<file path="src/i3c_target_pkg.sv">
// I3C standby target types, configuration layout and protocol constants
package i3c_target_pkg;

  localparam int unsigned BitsPerByte = 8;

  // Ninth bit value a target drives to acknowledge
  localparam logic AckBit = 1'b0;
  // RnW value of a private write header
  localparam logic RnwWrite = 1'b0;

  // Host side queue defaults
  localparam int unsigned RxFifoDepthDefault = 4;
  localparam int unsigned RxCreditsDefault = 2;

  typedef logic [BitsPerByte-1:0] byte_t;
  typedef logic [6:0] addr7_t;
  typedef logic [7:0] hold_cnt_t;

  // Per-clock bus events from the PHY sampler
  typedef struct packed {
    logic start_det;
    logic stop_det;
    logic scl_pos;
    logic scl_neg;
    logic sda;
  } bus_state_t;

  typedef struct packed {
    addr7_t    dyn_addr;
    logic      dyn_addr_valid;
    addr7_t    sta_addr;
    logic      sta_addr_valid;
    hold_cnt_t t_hd_dat;
  } target_cfg_t;

endpackage

</file>
<file path="src/bus_rx_flow.sv">
// Bus receiver that shifts SDA into a byte or a single bit on SCL rising edges
`timescale 1ns/1ps

module bus_rx_flow (
  input  logic                        clk_i,
  input  logic                        rst_ni,
  input  i3c_target_pkg::bus_state_t  bus_i,
  input  logic                        rx_req_byte_i,
  input  logic                        rx_req_bit_i,
  output i3c_target_pkg::byte_t       rx_byte_o,
  output logic                        rx_bit_o,
  output logic                        rx_done_o
);

  localparam int unsigned BitsPerByte = i3c_target_pkg::BitsPerByte;
  localparam int unsigned CntW = $clog2(BitsPerByte + 1);

  logic [CntW-1:0]       bit_cnt_q;
  logic [CntW-1:0]       req_len;
  logic                  req_open;
  logic                  sample;
  logic                  done_q;
  i3c_target_pkg::byte_t shift_q;

  // A byte request wins if both are raised
  assign req_len  = rx_req_byte_i ? CntW'(BitsPerByte) : CntW'(1);
  assign req_open = (rx_req_byte_i | rx_req_bit_i) & ~done_q;
  assign sample   = req_open & bus_i.scl_pos;

  always_ff @(posedge clk_i or negedge rst_ni) begin
    if (!rst_ni) begin
      bit_cnt_q <= '0;
      done_q    <= 1'b0;
    end else begin
      done_q <= 1'b0;
      if (bus_i.start_det || bus_i.stop_det) begin
        bit_cnt_q <= '0;
      end else if (sample) begin
        if (bit_cnt_q + 1'b1 == req_len) begin
          bit_cnt_q <= '0;
          done_q    <= 1'b1;
        end else begin
          bit_cnt_q <= bit_cnt_q + 1'b1;
        end
      end
    end
  end

  // MSB first, as on the wire
  always_ff @(posedge clk_i) begin
    if (sample) begin
      shift_q <= {shift_q[BitsPerByte-2:0], bus_i.sda};
    end
  end

  assign rx_byte_o = shift_q;
  assign rx_bit_o  = shift_q[0];
  assign rx_done_o = done_q;

endmodule

</file>
<file path="src/bus_tx_flow.sv">
// Open-drain SDA driver for single requested bits with data hold timing
`timescale 1ns/1ps

module bus_tx_flow (
  input  logic                        clk_i,
  input  logic                        rst_ni,
  input  i3c_target_pkg::bus_state_t  bus_i,
  input  i3c_target_pkg::hold_cnt_t   t_hd_dat_i,
  input  logic                        tx_req_bit_i,
  input  logic                        tx_value_i,
  output logic                        tx_done_o,
  output logic                        sda_o
);

  typedef enum logic [2:0] {
    TxIdle,
    TxWaitNeg1,
    TxHold,
    TxDrive,
    TxWaitNeg2,
    TxRelease
  } tx_state_e;

  tx_state_e                 state_q;
  i3c_target_pkg::hold_cnt_t hold_cnt_q;
  logic                      value_q;
  logic                      done_q;
  logic                      req_accept;
  logic                      hold_over;

  // Requester keeps its level up until it sees done
  assign req_accept = (state_q == TxIdle) & tx_req_bit_i & ~done_q;
  assign hold_over  = hold_cnt_q <= i3c_target_pkg::hold_cnt_t'(1);

  always_ff @(posedge clk_i or negedge rst_ni) begin
    if (!rst_ni) begin
      state_q    <= TxIdle;
      hold_cnt_q <= '0;
      done_q     <= 1'b0;
    end else begin
      done_q <= 1'b0;
      if (bus_i.start_det || bus_i.stop_det) begin
        state_q <= TxIdle;
      end else begin
        case (state_q)
          TxIdle: begin
            if (req_accept) state_q <= TxWaitNeg1;
          end
          TxWaitNeg1: begin
            if (bus_i.scl_neg) begin
              hold_cnt_q <= t_hd_dat_i;
              state_q    <= TxHold;
            end
          end
          TxHold: begin
            if (hold_over) state_q <= TxDrive;
            else hold_cnt_q <= hold_cnt_q - 1'b1;
          end
          // Controller samples the bit here
          TxDrive: begin
            if (bus_i.scl_pos) state_q <= TxWaitNeg2;
          end
          TxWaitNeg2: begin
            if (bus_i.scl_neg) begin
              hold_cnt_q <= t_hd_dat_i;
              state_q    <= TxRelease;
            end
          end
          TxRelease: begin
            if (hold_over) begin
              state_q <= TxIdle;
              done_q  <= 1'b1;
            end else begin
              hold_cnt_q <= hold_cnt_q - 1'b1;
            end
          end
          default: state_q <= TxIdle;
        endcase
      end
    end
  end

  always_ff @(posedge clk_i) begin
    if (req_accept) value_q <= tx_value_i;
  end

  assign sda_o     = (state_q inside {TxDrive, TxWaitNeg2, TxRelease}) ? value_q : 1'b1;
  assign tx_done_o = done_q;

endmodule

</file>
<file path="src/i3c_target_top.sv">
// I3C standby target write path from bus events to the host receive queue
`timescale 1ns/1ps

module i3c_target_top #(
  parameter int unsigned RxFifoDepth = i3c_target_pkg::RxFifoDepthDefault,
  parameter int unsigned RxCredits   = i3c_target_pkg::RxCreditsDefault
) (
  input  logic                        clk_i,
  input  logic                        rst_ni,
  input  i3c_target_pkg::bus_state_t  ctrl_bus_i,
  input  i3c_target_pkg::target_cfg_t target_cfg_i,
  output logic                        ctrl_sda_o,
  output logic                        rx_valid_o,
  output i3c_target_pkg::byte_t       rx_data_o,
  input  logic                        rx_credit_i,
  output logic                        rx_overflow_o,
  output i3c_target_pkg::byte_t       bus_addr_o,
  output logic                        bus_addr_valid_o,
  output logic                        parity_err_o
);

  logic                  rx_req_byte;
  logic                  rx_req_bit;
  i3c_target_pkg::byte_t rx_byte;
  logic                  rx_bit;
  logic                  rx_byte_done;
  logic                  tx_req_bit;
  logic                  tx_value;
  logic                  tx_done;
  logic                  q_push;
  i3c_target_pkg::byte_t q_data;

  bus_rx_flow u_bus_rx_flow (
    .clk_i         (clk_i),
    .rst_ni        (rst_ni),
    .bus_i         (ctrl_bus_i),
    .rx_req_byte_i (rx_req_byte),
    .rx_req_bit_i  (rx_req_bit),
    .rx_byte_o     (rx_byte),
    .rx_bit_o      (rx_bit),
    .rx_done_o     (rx_byte_done)
  );

  target_fsm u_target_fsm (
    .clk_i            (clk_i),
    .rst_ni           (rst_ni),
    .bus_i            (ctrl_bus_i),
    .cfg_i            (target_cfg_i),
    .rx_req_byte_o    (rx_req_byte),
    .rx_req_bit_o     (rx_req_bit),
    .rx_byte_i        (rx_byte),
    .rx_bit_i         (rx_bit),
    .rx_done_i        (rx_byte_done),
    .tx_req_bit_o     (tx_req_bit),
    .tx_value_o       (tx_value),
    .tx_done_i        (tx_done),
    .q_push_o         (q_push),
    .q_data_o         (q_data),
    .bus_addr_o       (bus_addr_o),
    .bus_addr_valid_o (bus_addr_valid_o),
    .parity_err_o     (parity_err_o)
  );

  bus_tx_flow u_bus_tx_flow (
    .clk_i        (clk_i),
    .rst_ni       (rst_ni),
    .bus_i        (ctrl_bus_i),
    .t_hd_dat_i   (target_cfg_i.t_hd_dat),
    .tx_req_bit_i (tx_req_bit),
    .tx_value_i   (tx_value),
    .tx_done_o    (tx_done),
    .sda_o        (ctrl_sda_o)
  );

  rx_credit_queue #(
    .RxFifoDepth (RxFifoDepth),
    .RxCredits   (RxCredits)
  ) u_rx_credit_queue (
    .clk_i       (clk_i),
    .rst_ni      (rst_ni),
    .bus_start_i (ctrl_bus_i.start_det),
    .push_i      (q_push),
    .data_i      (q_data),
    .credit_i    (rx_credit_i),
    .rx_valid_o  (rx_valid_o),
    .rx_data_o   (rx_data_o),
    .overflow_o  (rx_overflow_o)
  );

endmodule

</file>
<file path="src/rx_credit_queue.sv">
// Receive FIFO that hands bytes to the host against returned credits
`timescale 1ns/1ps

module rx_credit_queue #(
  parameter int unsigned RxFifoDepth = i3c_target_pkg::RxFifoDepthDefault,
  parameter int unsigned RxCredits   = i3c_target_pkg::RxCreditsDefault
) (
  input  logic                  clk_i,
  input  logic                  rst_ni,
  input  logic                  bus_start_i,
  input  logic                  push_i,
  input  i3c_target_pkg::byte_t data_i,
  input  logic                  credit_i,
  output logic                  rx_valid_o,
  output i3c_target_pkg::byte_t rx_data_o,
  output logic                  overflow_o
);

  localparam int unsigned PtrW = $clog2(RxFifoDepth);
  localparam int unsigned CntW = $clog2(RxFifoDepth + 1);
  localparam int unsigned CrW  = $clog2(RxCredits + 1);

  i3c_target_pkg::byte_t mem_q [RxFifoDepth];
  i3c_target_pkg::byte_t rx_data_q;
  logic [PtrW-1:0]       wr_ptr_q;
  logic [PtrW-1:0]       rd_ptr_q;
  logic [CntW-1:0]       fill_q;
  logic [CrW-1:0]        credit_q;
  logic                  rx_valid_q;
  logic                  overflow_q;
  logic                  empty;
  logic                  full;
  logic                  has_credit;
  logic                  bypass;
  logic                  pop;
  logic                  wr_en;

  assign empty      = fill_q == '0;
  assign full       = fill_q == CntW'(RxFifoDepth);
  assign has_credit = credit_q != '0;

  // Empty queue with credit in hand passes the byte straight out
  assign bypass = push_i & empty & has_credit;
  assign pop    = ~empty & has_credit;
  assign wr_en  = push_i & ~full & ~bypass;

  always_ff @(posedge clk_i or negedge rst_ni) begin
    if (!rst_ni) begin
      wr_ptr_q   <= '0;
      rd_ptr_q   <= '0;
      fill_q     <= '0;
      credit_q   <= CrW'(RxCredits);
      rx_valid_q <= 1'b0;
      overflow_q <= 1'b0;
    end else begin
      rx_valid_q <= pop | bypass;
      if (wr_en) begin
        wr_ptr_q <= (wr_ptr_q == PtrW'(RxFifoDepth - 1)) ? '0 : wr_ptr_q + 1'b1;
      end
      if (pop) begin
        rd_ptr_q <= (rd_ptr_q == PtrW'(RxFifoDepth - 1)) ? '0 : rd_ptr_q + 1'b1;
      end
      case ({wr_en, pop})
        2'b10:   fill_q <= fill_q + 1'b1;
        2'b01:   fill_q <= fill_q - 1'b1;
        default: ;
      endcase
      case ({pop | bypass, credit_i})
        2'b10:   credit_q <= credit_q - 1'b1;
        2'b01:   credit_q <= credit_q + 1'b1;
        default: ;
      endcase
      // Drop on full wins over the clear at START
      if (push_i && full) overflow_q <= 1'b1;
      else if (bus_start_i) overflow_q <= 1'b0;
    end
  end

  always_ff @(posedge clk_i) begin
    if (wr_en) mem_q[wr_ptr_q] <= data_i;
    if (pop) rx_data_q <= mem_q[rd_ptr_q];
    else if (bypass) rx_data_q <= data_i;
  end

  assign rx_valid_o = rx_valid_q;
  assign rx_data_o  = rx_data_q;
  assign overflow_o = overflow_q;

endmodule

</file>
<file path="src/target_fsm.sv">
// Target transfer FSM for address match, ACK, write data and T-bit parity
`timescale 1ns/1ps

module target_fsm (
  input  logic                        clk_i,
  input  logic                        rst_ni,
  input  i3c_target_pkg::bus_state_t  bus_i,
  input  i3c_target_pkg::target_cfg_t cfg_i,
  output logic                        rx_req_byte_o,
  output logic                        rx_req_bit_o,
  input  i3c_target_pkg::byte_t       rx_byte_i,
  input  logic                        rx_bit_i,
  input  logic                        rx_done_i,
  output logic                        tx_req_bit_o,
  output logic                        tx_value_o,
  input  logic                        tx_done_i,
  output logic                        q_push_o,
  output i3c_target_pkg::byte_t       q_data_o,
  output i3c_target_pkg::byte_t       bus_addr_o,
  output logic                        bus_addr_valid_o,
  output logic                        parity_err_o
);

  typedef enum logic [2:0] {
    Idle,
    Addr,
    Ack,
    NackSkip,
    DataByte,
    TBit,
    WaitStop
  } state_e;

  state_e                state_q;
  i3c_target_pkg::byte_t addr_q;
  i3c_target_pkg::byte_t data_q;
  logic                  addr_valid_q;
  logic                  push_q;
  logic                  perr_q;
  logic                  dyn_hit;
  logic                  sta_hit;
  logic                  addr_match;
  logic                  parity_ok;

  assign dyn_hit = cfg_i.dyn_addr_valid & (rx_byte_i[7:1] == cfg_i.dyn_addr);
  assign sta_hit = cfg_i.sta_addr_valid & (rx_byte_i[7:1] == cfg_i.sta_addr);

  // Only private writes are acknowledged
  assign addr_match = (dyn_hit | sta_hit) & (rx_byte_i[0] == i3c_target_pkg::RnwWrite);

  // T bit carries odd parity over the data byte
  assign parity_ok = rx_bit_i == ~(^data_q);

  always_ff @(posedge clk_i or negedge rst_ni) begin
    if (!rst_ni) begin
      state_q      <= Idle;
      addr_valid_q <= 1'b0;
      push_q       <= 1'b0;
      perr_q       <= 1'b0;
    end else begin
      addr_valid_q <= 1'b0;
      push_q       <= 1'b0;
      perr_q       <= 1'b0;
      if (bus_i.start_det) begin
        state_q <= Addr;
      end else if (bus_i.stop_det) begin
        state_q <= Idle;
      end else begin
        case (state_q)
          Addr: begin
            if (rx_done_i) begin
              addr_valid_q <= 1'b1;
              state_q      <= addr_match ? Ack : NackSkip;
            end
          end
          Ack: begin
            if (tx_done_i) state_q <= DataByte;
          end
          // Ninth bit stays released
          NackSkip: begin
            if (bus_i.scl_pos) state_q <= WaitStop;
          end
          DataByte: begin
            if (rx_done_i) state_q <= TBit;
          end
          TBit: begin
            if (rx_done_i) begin
              push_q  <= parity_ok;
              perr_q  <= ~parity_ok;
              state_q <= DataByte;
            end
          end
          // Idle and WaitStop leave only on START or STOP
          default: ;
        endcase
      end
    end
  end

  always_ff @(posedge clk_i) begin
    if (state_q == Addr && rx_done_i) addr_q <= rx_byte_i;
    if (state_q == DataByte && rx_done_i) data_q <= rx_byte_i;
  end

  assign rx_req_byte_o    = state_q inside {Addr, DataByte};
  assign rx_req_bit_o     = state_q == TBit;
  assign tx_req_bit_o     = state_q == Ack;
  assign tx_value_o       = i3c_target_pkg::AckBit;
  assign q_push_o         = push_q;
  assign q_data_o         = data_q;
  assign bus_addr_o       = addr_q;
  assign bus_addr_valid_o = addr_valid_q;
  assign parity_err_o     = perr_q;

endmodule

</file>
<file path="config.mk">
export PLATFORM = sky130hd
export DESIGN_NAME = i3c_target_top
export DESIGN_NICKNAME = d
export VERILOG_FILES = /design/src/i3c_target_pkg.sv /design/src/bus_rx_flow.sv /design/src/bus_tx_flow.sv /design/src/i3c_target_top.sv /design/src/rx_credit_queue.sv /design/src/target_fsm.sv
export SDC_FILE = /design/constraint.sdc
export NUM_CORES = 1
export LEC_CHECK = 0
export BUFFER_PORTS_ARGS = -buffer_cell sky130_fd_sc_hd__buf_4
export CORE_MARGIN = 2
export CORE_UTILIZATION = 31
export CTS_CLUSTER_SIZE = 20
export DETAILED_ROUTE_END_ITERATION = 6
export PLACE_DENSITY_LB_ADDON = 0.25
export SLEW_MARGIN = 10
export SYNTH_ARGS = -nofsm -noshare
export SYNTH_HDL_FRONTEND = slang
export SYNTH_HIERARCHICAL = 1
export SYNTH_SLANG_ARGS = --single-unit
</file>
<file path="constraint.sdc">
create_clock -name clk_i -period 6.19 [get_ports clk_i]
set_input_delay 0.9285 -clock clk_i [delete_from_list [all_inputs] [get_ports clk_i]]
set_output_delay 0.9285 -clock clk_i [all_outputs]
set_load 0.1 [all_outputs]
</file>
==> out/metrics.csv <==
metric,value,unit
outcome,"finished, final reports clean",
timing_hold_violations_final,0,
initial_utilization,31.5,%
initialDrtViolationCount,151,
die-width,128,um
worst_setup_path_end_kind,primary output,
vias_per_cell,4.90,
synth_net_count,399,
synth_enable_flop_cells,65,
r2r_slack,4.02,ns
post-route-drc-count,0,
tritoncts_buffer_count,9,
floorplan.core_area,15100,sq um
port_buffers,52,
nNetsFinal,448,
grt_pass1_wl,15.4,mm
clock_path_buffers,2,
skew,0.00709,ns
drt_first_pass_iters,4,
cts_repair_resize_count,0,
synthDominantAreaCellType,sky130_fd_sc_hd__edfxtp_1,
final.setup.tns,0,ns
layout-drive-gt1-share,26.8,%
synth_cell_types,72,
tritoncts_num_sinks,99,
post_synth_inst_count,356,
average_instance_area_after_synthesis,13.4,sq um
cts_setup_buffers,0,
fp-row-count,45,
slew-limit-headroom,48.3,%
power_per_cell_area,371,nW/um^2
grt_start_max_net_pins,35,
min_path_type,input port to async pin,
wire_per_inst,15.3,um
setup.worst_path.start_class,flip-flop,
vias,2930,
slew_violations,0,
max_slew.worst_pin.slew,0.773,ns
worst-endpoint-required,5.26,ns
grt_setup_unrepaired,no,
finish.instance_area,5610,sq um
synth_top_cells_by_area,"sky130_fd_sc_hd__edfxtp_1 (41%), sky130_fd_sc_hd__dfrtp_1 (17%), sky130_fd_sc_hd__mux4_2 (3.8%), sky130_fd_sc_hd__xnor2_1 (3.3%), sky130_fd_sc_hd__ha_1 (2.6%)",
clkTransAtPathRegs,0.07,ns
post-route-period-util,43.8,%
wl,9.13,mm
worst-setup-path-type,flip-flop to primary output,
synth.yosys.seq_area_share,58.7,%
overflow,0,
synthesized_flop_and_latch_total,99,
total_power,2080,uW
final_hold_slack,0.535,ns
synth_flop_cell,sky130_fd_sc_hd__edfxtp_1,
path_max_fanout,12,
clk-insertion-delay-late,0.34,ns
boundaryPins,53,
num-fill-cells,1441,
seq_area,2800,sq um
syn_to_final_growth,17.3,%
dpl_cell_area,5300,sq um
dpl.hpwl,6.35,mm
grt_util_all_layers,12.1,%
root_cell_of_the_clock_tree,sky130_fd_sc_hd__clkbuf_16,
period_minus_slack,2.71,ns
die-height,128,um
max_cap_violations,0,
die_area,16400,sq um
ir_drop,0.207,mV
total_area_of_multi_input_combinational_cells,1800,sq um
max_freq,369,MHz
power.static_leakage,0.00211,uW
yosys_warnings,6,
asyncSetResetFlopFracSynth,34.3,%
post_cts_hold_buffer_count,0,
number_of_global_route_vias_before_repair,2951,
syn_area,4780,sq um
antenna-diode-count,0,
drtAntennaViolNets,0,
tritoncts_clock_tree,done,
finalSetupViolations,0,
cts-htree-levels,3,
number_of_antenna_violations_at_the_first_check_in_global_routing,0,
worst_ep_arrival_time,1.78,ns
gp_congestion,0.806,
synth_top_cell_area_share,40.8,%
-- per-layer routing --
metal,up-vias,share of wire [%],track usage (%)
met4,0,0.79,3.04
met3,6,5.5,4.22
li1,1407,-,-
met2,74,46,18.3
met1,1443,48,16.5
met5,-,0,0
-- worst max-delay path: stages, from the launching register on --
cell and delay [ns]:
sky130_fd_sc_hd__dfrtp_1 0.55, sky130_fd_sc_hd__nor2b_1 0.27, sky130_fd_sc_hd__a21oi_1 0.10, sky130_fd_sc_hd__or2_2 0.29, sky130_fd_sc_hd__buf_4 0.23
-- cell usage after synthesis (8+ instances only) --
| cell type | n |
|---|---|
| sky130_fd_sc_hd__nor2_1 | 23 |
| sky130_fd_sc_hd__mux4_2 | 8 |
| sky130_fd_sc_hd__edfxtp_1 | 65 |
| sky130_fd_sc_hd__xnor2_1 | 18 |
| sky130_fd_sc_hd__xor2_1 | 14 |
| sky130_fd_sc_hd__dfrtp_1 | 33 |
| sky130_fd_sc_hd__inv_1 | 15 |
| sky130_fd_sc_hd__nand2_1 | 17 |
| sky130_fd_sc_hd__ha_1 | 10 |
| sky130_fd_sc_hd__o21ai_0 | 25 |
| sky130_fd_sc_hd__mux2_2 | 9 |
| sky130_fd_sc_hd__nor3_1 | 9 |
| sky130_fd_sc_hd__a21oi_1 | 8 |
-- registers in the layout (all words and copies together), names as in the netlist, 2 cells and up --
signal                       count
u_target_fsm/q_data_o            8
u_rx_credit_queue/rx_data_o      8
u_bus_rx_flow/rx_byte_o          8
u_rx_credit_queue/fill_q         3
u_rx_credit_queue/mem_q         32
u_bus_tx_flow/hold_cnt_q         8
u_bus_rx_flow/bit_cnt_q          4
u_bus_tx_flow/state_q            3
u_rx_credit_queue/wr_ptr_q       2
u_target_fsm/state_q             3
u_rx_credit_queue/rd_ptr_q       2
u_rx_credit_queue/credit_q       2
u_target_fsm/bus_addr_o          8
-- final cells by class --
cell class	instances	share of cell area, %
Clock inverter	7	1.50
Multi-Input combinational cell	227	32.2
Timing Repair Buffer	53	7.10
Tap cell	188	4.20
Clock buffer	9	4.02
Inverter	15	1.00
Sequential cell	99	50.0
-- stage by stage --
stage          std cells  util (%)  worst slack (ns)
6_report             598      37.0              3.48
5_1_grt              598      37.0              3.34
4_1_cts              598      37.0              3.48
3_5_place_dp         582      35.0              3.86
3_3_place_gp         582      35.0              3.91
2_1_floorplan        356         -              3.99
-- layout by cell type (no fill, tap or decap), types with 3 or more instances in the layout --
cell type                   count
sky130_fd_sc_hd__a21oi_1        8
sky130_fd_sc_hd__a22oi_1        3
sky130_fd_sc_hd__and2_1         7
sky130_fd_sc_hd__buf_4         53
sky130_fd_sc_hd__clkbuf_16      9
sky130_fd_sc_hd__dfrtp_1       33
sky130_fd_sc_hd__edfxtp_1      65
sky130_fd_sc_hd__ha_1          10
sky130_fd_sc_hd__inv_1         15
sky130_fd_sc_hd__mux2_2         9
sky130_fd_sc_hd__mux2_4         3
sky130_fd_sc_hd__mux2i_1        4
sky130_fd_sc_hd__mux4_2         8
sky130_fd_sc_hd__nand2_1       17
sky130_fd_sc_hd__nand2b_1       3
sky130_fd_sc_hd__nand4_1        3
sky130_fd_sc_hd__nor2_1        23
sky130_fd_sc_hd__nor2b_1        3
sky130_fd_sc_hd__nor3_1         9
sky130_fd_sc_hd__nor3b_1        3
sky130_fd_sc_hd__nor4_1         7
sky130_fd_sc_hd__o21ai_0       25
sky130_fd_sc_hd__xnor2_1       18
sky130_fd_sc_hd__xor2_1        14
-- path summary, 6_finish.rpt --
check | startpoint | end | cells after the start
min in group clk_i | u_rx_credit_queue/overflow_o | u_rx_credit_queue/overflow_o | 2
hold / removal | rst_ni | u_bus_tx_flow/hold_cnt_q[0] | 1
hold reg to reg | u_rx_credit_queue/overflow_o | u_rx_credit_queue/overflow_o | 2
setup / recovery | u_bus_tx_flow/state_q[1] | ctrl_sda_o | 4
max in group asynchronous | rst_ni | u_rx_credit_queue/credit_q[1] | 1
setup reg to reg | u_rx_credit_queue/credit_q[1] | u_rx_credit_queue/fill_q[2] | 9
-- cell families after synthesis --
logic type                 Yosys count  share of synthesized area [%]
buffers and inverters               30                           3.59
DFF                                 99                           58.7
xor gates and xnor gates            32                           5.87
AOI/OAI and AO/OA                   60                           8.90
muxes                               24                           7.67
and+or+nand+nor                     99                           12.2
adders and majority gates           11                           3.04
other                                1                         0.0785
-- power by group --
group	total (uW)	leakage [uW]	internal, uW	switching, uW
clock network	575	0.000149	320	254
registers	877	0.00104	793	84.1
logic	626	0.000925	230	396
total	2080	0.00211	1340	734
Note: power is estimated with default switching activity, not from simulation.
